File: config.mk
export PLATFORM = sky130hd
export DESIGN_NAME = dbg_top
export DESIGN_NICKNAME = d
export VERILOG_FILES = /design/src/logic/dbg_pkg.sv /design/src/logic/snd_pkg.sv /design/src/logic/bank_stats.sv /design/src/logic/bcd_cnt.sv /design/src/logic/dbg_top.sv /design/src/logic/sys_info.sv /design/src/logic/vu_meter.sv
export SDC_FILE = /design/constraint.sdc
export NUM_CORES = 1
export LEC_CHECK = 0
export CORE_ASPECT_RATIO = 2
export CORE_MARGIN = 2
export CORE_UTILIZATION = 50
export CTS_CLUSTER_DIAMETER = 100
export DETAILED_ROUTE_END_ITERATION = 10
export DONT_BUFFER_PORTS = 1
export GPL_TIMING_DRIVEN = 0
export SLEW_MARGIN = 20
export SYNTH_ARGS = -nofsm -noshare
export SYNTH_HDL_FRONTEND = slang
export SYNTH_SLANG_ARGS = --single-unit
File: constraint.sdc
create_clock -name clk -period 7.7 [get_ports clk]
set_input_delay 0.385 -clock clk [delete_from_list [all_inputs] [get_ports clk]]
set_output_delay 0.385 -clock clk [all_outputs]
set_load 0.02 [all_outputs]
File: src/logic/dbg_pkg.sv
// Debug status address map and packed host inputs.
// The address is 8 bits. Bits 7:6 select the area and bits 5:4 select the
// sub-field inside the sound and host areas.
// The host inputs are plain levels, already synchronous to clk.
package dbg_pkg;

    typedef logic [7:0] st_addr_t;

    // areas, st_addr[7:6]
    localparam logic [1:0] area_frame = 2'd0;
    localparam logic [1:0] area_snd   = 2'd1;
    localparam logic [1:0] area_bank  = 2'd2;
    localparam logic [1:0] area_host  = 2'd3;

    // sound sub-fields, st_addr[5:4]
    localparam logic [1:0] snd_sub_vu    = 2'd0;
    localparam logic [1:0] snd_sub_meter = 2'd1; // vu/en flags and srate
    localparam logic [1:0] snd_sub_vol   = 2'd2;
    localparam logic [1:0] snd_sub_host  = 2'd3; // ioctl and dips, no snd_mode

    typedef struct packed {
        logic        dip_pause;  // high lets the frame counter run
        logic        dip_flip;
        logic        game_led;
        logic [ 6:0] core_mod;
        logic [ 1:0] dial_x;
        logic [23:0] dipsw;
        logic        ioctl_ram;
        logic        ioctl_rom;
        logic        ioctl_cart;
        logic [ 8:0] mouse_dx;
        logic [ 8:0] mouse_dy;
        logic [ 7:0] mouse_f;
    } host_in_t;

endpackage

File: src/logic/snd_pkg.sv
// Sound side types for the debug block.
// Samples are signed 16-bit two's complement, one word per channel.
// Magnitudes are unsigned 16 bits, so a full negative sample reads 32768.
package snd_pkg;

    typedef struct packed {
        logic signed [15:0] l;
        logic signed [15:0] r;
    } stereo_t;

    typedef logic [15:0] vu_mag_t; // unsigned sample magnitude

    // at or above this the sample counts as clipped
    localparam vu_mag_t vu_full = 16'd32767;

endpackage

File: src/logic/bank_stats.sv
// Memory bank ready statistics, one 8-bit count per bank and frame.
// A bank's count goes up on every clock its rdy bit is high, so rdy is
// expected as one-cycle pulses. Counts saturate at 255.
// The falling edge of lvbl latches the counts and starts a new frame.
`timescale 1ns/1ns

module bank_stats (
    input  logic       clk,
    input  logic       rst,
    input  logic [3:0] rdy,
    input  logic       lvbl,
    input  logic [1:0] sel,
    output logic [7:0] dout
);

    logic [3:0][7:0] run_cnt;  // counting during the frame
    logic [3:0][7:0] lat_cnt;  // last full frame
    logic            lvbl_l;
    logic            lvbl_fall;

    assign lvbl_fall = lvbl_l & ~lvbl;
    assign dout      = lat_cnt[sel];

    always_ff @(posedge clk or posedge rst) begin
        if (rst) begin
            lvbl_l <= 1'b0;
        end else begin
            lvbl_l <= lvbl;
        end
    end

    for (genvar b = 0; b < 4; b++) begin : g_bank
        always_ff @(posedge clk or posedge rst) begin
            if (rst) begin
                run_cnt[b] <= '0;
                lat_cnt[b] <= '0;
            end else if (lvbl_fall) begin
                lat_cnt[b] <= run_cnt[b];
                run_cnt[b] <= {7'd0, rdy[b]}; // a pulse on the edge belongs to the new frame
            end else if (rdy[b] && run_cnt[b] != 8'hff) begin
                run_cnt[b] <= run_cnt[b] + 8'd1;
            end
        end

        // between two lvbl falls a count only climbs or holds
        a_no_wrap: assert property (
            @(posedge clk) disable iff (rst)
            !lvbl_fall |=> run_cnt[b] >= $past(run_cnt[b])
        ) else $error("bank_stats counter %0d wrapped inside a frame", b);
    end

endmodule

File: src/logic/bcd_cnt.sv
// Multi-digit BCD up-counter.
// clr wins over up. At all nines the count wraps to zero when wrap is set,
// otherwise it holds there until cleared.
// Assumes the count only ever gets here through this logic, never loaded.
`timescale 1ns/1ns

module bcd_cnt #(
    parameter int digits = 2,
    parameter bit wrap   = 1'b1
) (
    input  logic                  clk,
    input  logic                  rst,
    input  logic                  clr,
    input  logic                  up,
    output logic [4*digits-1:0]   cnt
);

    logic [digits:0]     carry;  // carry[i] goes into digit i
    logic [4*digits-1:0] nxt;

    always_comb begin
        carry[0] = 1'b1;
        for (int i = 0; i < digits; i++) begin
            if (carry[i]) begin
                nxt[4*i+:4] = (cnt[4*i+:4] == 4'd9) ? 4'd0 : cnt[4*i+:4] + 4'd1;
            end else begin
                nxt[4*i+:4] = cnt[4*i+:4];
            end
            carry[i+1] = carry[i] & (cnt[4*i+:4] == 4'd9);
        end
    end

    always_ff @(posedge clk or posedge rst) begin
        if (rst) begin
            cnt <= '0;
        end else if (clr) begin
            cnt <= '0;
        end else if (up) begin
            if (!carry[digits] || wrap) begin
                cnt <= nxt; // all nines rolls to zeros through nxt
            end
        end
    end

    // every digit stays a legal BCD value
    for (genvar g = 0; g < digits; g++) begin : g_digit_chk
        a_bcd_digit: assert property (
            @(posedge clk) disable iff (rst) cnt[4*g+:4] <= 4'd9
        ) else $error("bcd_cnt digit %0d out of range", g);
    end

endmodule

File: src/logic/dbg_top.sv
// Top of the debug status block.
// Sets the measurement window and meter timing for the target clock.
// ms_ticks is clocks per srate window, vu_decay and peak_hold count
// sample enables. All inputs must already be in the clk domain.
`timescale 1ns/1ns

module dbg_top #(
    parameter int ms_ticks  = 200,
    parameter int vu_decay  = 4,
    parameter int peak_hold = 8
) (
    input  logic              clk,
    input  logic              rst,
    input  logic              lvbl,
    input  dbg_pkg::host_in_t host,
    input  logic              sample,
    input  snd_pkg::stereo_t  snd,
    input  logic [7:0]        snd_vol,
    input  logic [5:0]        snd_en,
    input  logic [5:0]        snd_vu,
    input  logic [3:0]        ba_rdy,
    input  dbg_pkg::st_addr_t st_addr,
    output logic [7:0]        st_dout,
    output logic              snd_mode,
    output logic              vu_peak
);

    sys_info #(
        .ms_ticks  (ms_ticks),
        .vu_decay  (vu_decay),
        .peak_hold (peak_hold)
    ) u_info (
        .clk      (clk),
        .rst      (rst),
        .lvbl     (lvbl),
        .host     (host),
        .sample   (sample),
        .snd      (snd),
        .snd_vol  (snd_vol),
        .snd_en   (snd_en),
        .snd_vu   (snd_vu),
        .ba_rdy   (ba_rdy),
        .st_addr  (st_addr),
        .st_dout  (st_dout),
        .snd_mode (snd_mode),
        .vu_peak  (vu_peak)
    );

endmodule

File: src/logic/sys_info.sv
// Debug status read-out. st_addr selects a byte, st_dout returns it on
// the next clock. No handshake, any address can be read at any time.
// frame counter: 5 BCD digits, counts lvbl rises while dip_pause is high.
// srate: sample strobes per window of ms_ticks clocks, BCD, tops out at 99.
// sample is a level; its rising edge counts and the level itself is the
// VU meter enable.
`timescale 1ns/1ns

module sys_info #(
    parameter int ms_ticks  = 200,
    parameter int vu_decay  = 4,
    parameter int peak_hold = 8
) (
    input  logic              clk,
    input  logic              rst,
    input  logic              lvbl,
    input  dbg_pkg::host_in_t host,
    input  logic              sample,
    input  snd_pkg::stereo_t  snd,
    input  logic [7:0]        snd_vol,
    input  logic [5:0]        snd_en,
    input  logic [5:0]        snd_vu,
    input  logic [3:0]        ba_rdy,
    input  dbg_pkg::st_addr_t st_addr,
    output logic [7:0]        st_dout,
    output logic              snd_mode,
    output logic              vu_peak
);

    import dbg_pkg::*;

    localparam int fw = $clog2(ms_ticks + 1);

    logic          lvbl_l, sample_l;
    logic          frame_up, sample_up, sample_clr;
    logic [19:0]   frame_bcd;
    logic [7:0]    scnt;      // samples so far in this window
    logic [7:0]    srate;
    logic [fw-1:0] freq_cnt;
    logic [7:0]    bank_cnt;
    logic [7:0]    vu_lvl;

    assign frame_up   = lvbl & ~lvbl_l & host.dip_pause;
    assign sample_up  = sample & ~sample_l;
    assign sample_clr = freq_cnt == fw'(ms_ticks - 1);

    always_ff @(posedge clk or posedge rst) begin
        if (rst) begin
            lvbl_l   <= 1'b0;
            sample_l <= 1'b0;
            freq_cnt <= '0;
            srate    <= '0;
        end else begin
            lvbl_l   <= lvbl;
            sample_l <= sample;
            if (sample_clr) begin
                freq_cnt <= '0;
                srate    <= scnt; // once per window
            end else begin
                freq_cnt <= freq_cnt + 1'b1;
            end
        end
    end

    // address decode, one cycle of latency
    always_ff @(posedge clk or posedge rst) begin
        if (rst) begin
            st_dout  <= '0;
            snd_mode <= 1'b0;
        end else begin
            snd_mode <= 1'b0;
            st_dout  <= '0;
            case (st_addr[7:6])
                area_frame: case (st_addr[1:0])
                    2'd0:    st_dout <= frame_bcd[15:8];
                    2'd1:    st_dout <= frame_bcd[7:0];
                    2'd2:    st_dout <= {4'd0, frame_bcd[19:16]};
                    default: st_dout <= '0;
                endcase
                area_snd: begin
                    snd_mode <= 1'b1;
                    case (st_addr[5:4])
                        snd_sub_vu:    st_dout <= vu_lvl;
                        snd_sub_meter: case (st_addr[1:0])
                            2'd0:    st_dout <= {2'd0, snd_vu & snd_en};
                            2'd1:    st_dout <= {2'd0, snd_en};
                            2'd2:    st_dout <= srate;
                            default: st_dout <= '0;
                        endcase
                        snd_sub_vol:   st_dout <= snd_vol;
                        snd_sub_host: begin
                            snd_mode <= 1'b0; // host data lives here too
                            if (st_addr[3:2] == 2'd0) begin
                                st_dout <= {3'd0, host.ioctl_ram, 2'd0,
                                            host.ioctl_cart, host.ioctl_rom};
                            end else if (st_addr[3:2] == 2'd1) begin
                                case (st_addr[1:0])
                                    2'd0:    st_dout <= host.dipsw[0+:8];
                                    2'd1:    st_dout <= host.dipsw[8+:8];
                                    2'd2:    st_dout <= host.dipsw[16+:8];
                                    default: st_dout <= '0;
                                endcase
                            end
                        end
                    endcase
                end
                area_bank: st_dout <= bank_cnt;
                area_host: case (st_addr[5:4])
                    2'd0: st_dout <= {host.core_mod[3:0], host.dial_x,
                                      host.game_led, host.dip_flip};
                    2'd1: st_dout <= host.mouse_dx[8:1];
                    2'd2: st_dout <= host.mouse_dy[8:1];
                    2'd3: st_dout <= host.mouse_f;
                endcase
            endcase
        end
    end

    bcd_cnt #(.digits(5), .wrap(1'b1)) u_frame_cnt (
        .clk (clk),
        .rst (rst),
        .clr (1'b0),
        .up  (frame_up),
        .cnt (frame_bcd)
    );

    bcd_cnt #(.digits(2), .wrap(1'b0)) u_sample_cnt (
        .clk (clk),
        .rst (rst),
        .clr (sample_clr),
        .up  (sample_up),
        .cnt (scnt)
    );

    bank_stats u_bank (
        .clk  (clk),
        .rst  (rst),
        .rdy  (ba_rdy),
        .lvbl (lvbl),
        .sel  (st_addr[1:0]),
        .dout (bank_cnt)
    );

    vu_meter #(.vu_decay(vu_decay), .peak_hold(peak_hold)) u_vu (
        .clk  (clk),
        .rst  (rst),
        .cen  (sample),
        .snd  (snd),
        .vu   (vu_lvl),
        .peak (vu_peak)
    );

    a_snd_mode: assert property (
        @(posedge clk) disable iff (rst)
        (st_addr[7:6] == area_snd && st_addr[5:4] != snd_sub_host) |=> snd_mode
    ) else $error("snd_mode missing after a sound address");

endmodule

File: src/logic/vu_meter.sv
// Stereo level meter in 6 dB steps.
// The level is the leading-one position of the larger channel magnitude,
// 0 to 15, so silence and a magnitude of one both read 0.
// Rises are immediate, falls are one step every vu_decay enables.
// peak stays up for peak_hold enables after the last clipped sample.
`timescale 1ns/1ns

module vu_meter #(
    parameter int vu_decay  = 4,
    parameter int peak_hold = 8
) (
    input  logic              clk,
    input  logic              rst,
    input  logic              cen,
    input  snd_pkg::stereo_t  snd,
    output logic [7:0]        vu,
    output logic              peak
);

    import snd_pkg::*;

    localparam int dw = $clog2(vu_decay + 1);
    localparam int hw = $clog2(peak_hold + 1);

    vu_mag_t         mag_l, mag_r, mag;
    logic [3:0]      pos;      // leading one of mag
    logic [3:0]      level;
    logic [dw-1:0]   decay_cnt;
    logic [hw-1:0]   hold_cnt;

    always_comb begin
        mag_l = snd.l[15] ? vu_mag_t'(~snd.l + 16'd1) : vu_mag_t'(snd.l);
        mag_r = snd.r[15] ? vu_mag_t'(~snd.r + 16'd1) : vu_mag_t'(snd.r);
        mag   = (mag_l > mag_r) ? mag_l : mag_r;
        pos   = 4'd0;
        for (int i = 0; i < 16; i++) begin
            if (mag[i]) pos = 4'(i); // highest set bit wins
        end
    end

    assign vu   = {4'd0, level};
    assign peak = hold_cnt != '0;

    always_ff @(posedge clk or posedge rst) begin
        if (rst) begin
            level     <= '0;
            decay_cnt <= '0;
            hold_cnt  <= '0;
        end else if (cen) begin
            if (pos >= level) begin
                level     <= pos;
                decay_cnt <= '0;
            end else if (decay_cnt == dw'(vu_decay - 1)) begin
                level     <= level - 4'd1;
                decay_cnt <= '0;
            end else begin
                decay_cnt <= decay_cnt + 1'b1;
            end
            if (mag >= vu_full) begin
                hold_cnt <= hw'(peak_hold);
            end else if (hold_cnt != '0) begin
                hold_cnt <= hold_cnt - 1'b1;
            end
        end
    end

endmodule

Yosys cells after proc, flatten, opt, wreduce, memory -nomap -nowiden
Cells that the tools add are included.

cells by class
  reduce and logical (&&, ||, !) cells = 25
  equal/unequal tests = 23
  add/sub/neg operators = 17
  order comparisons = 4
  mux-type cells = 56
  bitwise gates (word level) = 14

operators by type and width
  cell                   number
  $mux 8                 15
  $mux 4                 26
  $pmux 8 s4             3
  $pmux 8 s3             3
  $mux 16                3
  $add 8x1->8 const B    5
  $add 16x1->16 const B  2
  $ne 8x8->1 const B     4
  $not 16->16            2
  $add 4x1->4 const B    7
  $eq 4x4->1 const B     7
  $bmux 8 s2             1
  $ge 16x15->1 const B   1
  $gt 16x16->1           1
  $reduce_bool 2->1      8
  $reduce_and 2->1       7
  $eq 2x2->1 const B     5
  $and 1x1->1            8
  $eq 2x1->1 const B     4
  $eq 8x8->1 const B     1
  $logic_not 2->1        4
  $sub 4x1->4 const B    2
  $and 6x6->6            1
  $mux 3                 2
  other kinds (10)       17

word-level totals
  output and inout bits = 10
  bits in registers = 130
  bits of input ports = 133
  word-level logic and storage cells = 163

Depth between registers and ports, before layout
  word-level depth = 23
  depth in mapped cells = 26
  mapped depth without buffers = 24

Cells and area by module
A second synthesis with hierarchy kept.

unflattened totals
  cell total of the unflattened synthesis = 1058
  area, all modules = 9301.4 um^2

modules (own cells, without submodules)
  module                         instances  area each (um^2)  cells an instance
  bank_stats                     1          3198.1            346
  vu_meter                       1          2389.8            326
  sys_info                       1          2057.0            221
  bcd_cnt (u_info.u_frame_cnt)   1          1174.9            115
  bcd_cnt (u_info.u_sample_cnt)  1          481.7             50

Least setup slack after synthesis
OpenSTA, ideal clock, no wires.

  path type = input to register
  from = in snd[21] (netlist name)
  to = reg u_info.u_vu.level[3]
  setup time = 121 ps
  stages on the path = 25
  arrival time = 5485 ps
  buffers on the path = 2
  setup slack = 2094 ps
  required time = 7579 ps
  cells stage by stage = or4_1 -> buf_2 -> or3_4 -> o31a_1 -> xnor2_1 -> inv_1 -> ha_1 -> nand4_1 -> nor4_1 -> a21bo_2 -> a31oi_4 -> buf_2 -> and3_1 -> a32oi_1 -> a21oi_1 -> nor2_1 -> ha_1 -> nand2b_1 -> a21o_1 -> a21o_1 -> a21oi_1 -> nand2_1 -> nand2_1 -> a21oi_1 -> o22a_1

between the ends
  word-level cells in the longest chain between the ends = 23
  elaborated cells between the ends (all ways) = 24

ends and longest elaborated chain
  element                      line            source
  from (decl)                  dbg_top.sv:17   input snd_pkg::stereo_t snd,
  $not 16->16                  vu_meter.sv:32  mag_l = snd.l[15] ? vu_mag_t'(~snd.l + 16'd1) : vu_mag_t'(snd.l);
  $add 16x1->16                vu_meter.sv:32
  $mux 16 (*)                  vu_meter.sv:32
  $gt 16x16->1                 vu_meter.sv:34  mag = (mag_l > mag_r) ? mag_l : mag_r;
  $mux 16 (*)                  vu_meter.sv:34
  $mux 1                       vu_meter.sv:37  if (mag[i]) pos = 4'(i);
  $mux 4 (13 in series)        vu_meter.sv:37
  $mux 4 (*)                   vu_meter.sv:37
  $ge 4x4->1                   vu_meter.sv:50  if (pos >= level) begin
  $reduce_bool 2->1 (no line)  -
  $reduce_and 2->1 (no line)   -
  to (signal assigned)         vu_meter.sv:51  level <= pos;
  to (signal assigned)         vu_meter.sv:54  level <= level - 4'd1;
  to (decl)                    vu_meter.sv:27  logic [3:0] level;

Mark *: on every way between the ends. The rest lies on a longest branch, timed or not.
A chain may end at the register's enable or synchronous reset.

Final worst setup path
Same ends and word-level chain as after synthesis.

==> results.yml <==
sta:
  post-route-min-period_ns: 6.36
  setup_violations: 0
  finClkSkew_ns: 0.00894
  relSlewSlack_pct: 38.5
  fin_ws_ns: 1.34
  hold_viol_final: 0
  grt_setup_unrepaired: "false"
  max_freq_ghz: 0.157
  finalCritPeriodShare_pct: 82.6
  worstMarginPinSlew_ns: 0.913
  slew_violations: 0
  setup_tns_ns: 0
power_and_ir_drop:
  p_leak_nw: 4.10
  power_mw: 2.29
  p_per_area_nw_per_um2: 244
  vdd_ir_drop_max_mv: 0.139
setup_path:
  crit_path_end_kind: "flop"
  cp_num_buf_inv: 3
  cpMostUsedCell: "a21oi_1"
  slowest_delay_ns: 0.76
  cp_max_fo: 10
  criticalPathCategory: "input pin to flop"
  start_kind: "input pin"
  cp.arrival_ns: 6.67
  critical_path.top_delay_family: "simple AND/OR/NAND/NOR gates"
  cp.depth: 25
  cp.required_ns: 8.01
  r2r_cells: 7
  crit_slowest_cell: "nor4_1"
min_path:
  hold_path_class: "input pin to flop"
  hold_path_depth: 2
synthesis:
  syn_inst: 863
  ys_ff_latch: 130
  syn_nets: 1031
  syn_avg_cell_area_um2: 9.87
  yosysMostFrequentCell: "dfrtp_1"
  synth_enable_flop_cells: 0
  ys.flop_type: "dfrtp_1"
  syn-cell-area_um2: 8510
  async_flop_share_pct: 100
  yosysTopAreaCell: "dfrtp_1"
  ys_seq_area_share_pct: 38.2
  synth_area_leaders: "dfrtp_1, mux2_2, ha_1"
  synth.cells.most_frequent: "dfrtp_1, nand2_1, nor2_1"
  synth_top_area_share_pct: 38.2
  synth.distinct_cells: 75
  yosys_warnings: 0
routing:
  num_vias: 6853
  drt_wl_total_um: 23200
  drt-initial-drc-count: 279
  dr.pass1.iters: 4
  wl_per_cell_um: 21.0
  drc: 0
  drtAntennaViolNets: 0
  via_per_inst: 6.19
floorplanning:
  fp-row-count: 67
  initial_core_util_pct: 51.0
  coreArea_um2: 16700
  die_w_um: 96.3
  die_h_um: 189
  ios: 143
  die-area_um2: 18200
clock_tree:
  ctsHoldBuffers: 3
  cts_setup_buffers: 0
  clock-root-buffer: "clkbuf_16"
  cts_buffer_depth: 2
  insertion_delay_ns: 0.42
  clk_pin_slew_ns: 0.06
  cts_resized: 0
  cts.sinks: 130
  cts_tree: "built"
  h-tree-depth: 4
  cts_buffers: 17
placed_design:
  port_buffers: 0
  place_ws_ns: 1.01
  gp_congestion: 0.900
  dp_hpwl_um: 18300
grt:
  antenna_found_initial: 1
  grt_pass1_wl_um: 36400
  grt_pass1_vias: 7245
  grt.overflow.total: 0
  grt_use_total_pct: 26.6
  grt_max_degree: 82
layout:
  nets: 1054
  area_growth_pct: 10.5
  drive_above_1_share_pct: 14.1
run_status:
  status: "complete, no violations"
flow_run:
  maxCapViolCount: 0
power breakdown:
group,internal [mW],switching (mW)
Sequential,0.803,0.130
Combinational,0.257,0.320
Clock,0.459,0.323
through the flow:
| stage | std cells | instance area [µm²] | hold slack [ns] | util (%) |
|---|---|---|---|---|
| 6_report | 1107 | 9410 | 0.0894 | 56.4 |
| 3_3_place_gp | 1070 | 8770 | 0.417 | 52.6 |
| 2_1_floorplan | 863 | 8510 | 0.416 | - |
| 4_1_cts | 1106 | 9410 | 0.0766 | 56.4 |
| 3_5_place_dp | 1071 | 8810 | 0.266 | 52.8 |
| 5_1_grt | 1107 | 9410 | 0.0797 | 56.4 |
worst paths after layout:
| check | slack [ns] | endpoint | start |
|---|---|---|---|
| max | 1.34 | u_info.u_vu.level[3]$_DFFE_PP0P_ | snd[21] |
| min | 0.09 | u_info.u_bank.run_cnt[0]$_DFFE_PP0P_ | ba_rdy[0] |
| max reg2reg | 4.64 | u_info.u_frame_cnt.cnt[17]$_DFFE_PP0P_ | u_info.lvbl_l$_DFF_PP0_ |
| min reg2reg | 0.46 | u_info.freq_cnt[0]$_DFF_PP0_ | u_info.freq_cnt[0]$_DFF_PP0_ |
| max in group asynchronous | 6.48 | u_info.freq_cnt[2]$_DFF_PP0_ | rst |
| min in group asynchronous | 0.48 | u_info.st_dout[3]$_DFF_PP0_ | rst |
cell usage in the layout (no fill, tap or decap), drive strengths merged, types with 4 or more instances in the layout:
cell / instances
dfrtp: 130
nand2: 71
nor2: 69
mux2: 47
o21ai: 46
xor2: 44
clkbuf: 44
inv: 43
a21oi: 42
ha: 35
mux2i: 30
nor3: 23
xnor2: 23
nand4: 19
nand3: 18
mux4: 18
nor2b: 17
nand2b: 15
o31ai: 13
buf: 11
and3: 10
o41ai: 10
o211ai: 9
or3: 8
or4: 8
a31oi: 8
and2: 6
a21o: 6
nor4: 6
or2: 5
nand3b: 5
nor3b: 4
clkinv: 4
cells by family (layout without fill, tap and decap cells):
group / after synthesis / in the layout / share of synthesized area (%)
flops: 130 / 130 / 38.2
compound gates: 168 / 168 / 13.7
buf+inv: 73 / 109 / 3.34
other cells: 0 / 1 / 0
mux: 95 / 95 / 14.7
simple gates: 295 / 295 / 17.9
fa+ha+maj: 35 / 35 / 5.14
xor+xnor: 67 / 67 / 7.07
per-layer routing:
| layer | global-route usage [%] | wire [µm] | up-vias | share of wire (%) |
|---|---|---|---|---|
| li1 | - | - | 3200 | - |
| met1 | 27.1 | 8310 | 3376 | 36 |
| met2 | 48.9 | 12800 | 216 | 55 |
| met3 | 4.68 | 940 | 61 | 4.1 |
| met4 | 14.9 | 1180 | 0 | 5.1 |
| met5 | 0 | 0 | - | 0 |
final cells by class:
| cell class | count | area, µm² |
|---|---|---|
| plain buffers | 34 | 138 |
| fillers | 1476 | 7270 |
| inverters | 39 | 154 |
| repair buffers | 4 | 57.6 |
| well taps | 207 | 259 |
| diodes | 1 | 2.50 |
| clock inverters | 12 | 123 |
| multi-input cells | 660 | 4980 |
| flip-flops and latches | 130 | 3250 |
| clock buffers | 20 | 447 |
registers in the layout, indices dropped and copies added (netlist names):
register,count
u_info.st_dout,8
u_info.u_vu.level,4
u_info.u_bank.lat_cnt,32
u_info.lvbl_l,1
u_info.sample_l,1
u_info.u_bank.run_cnt,32
u_info.u_vu.hold_cnt,4
u_info.u_vu.decay_cnt,3
u_info.u_frame_cnt.cnt,20
u_info.freq_cnt,8
u_info.snd_mode,1
u_info.srate,8
u_info.u_sample_cnt.cnt,8
worst register-to-register path: cells and delay by family, from the launching register on:
kind          cells  cell delay, ns
flops             1            0.39
mux               1            0.35
simple gates      6            2.20
Note: power is estimated with default switching activity, not from simulation.
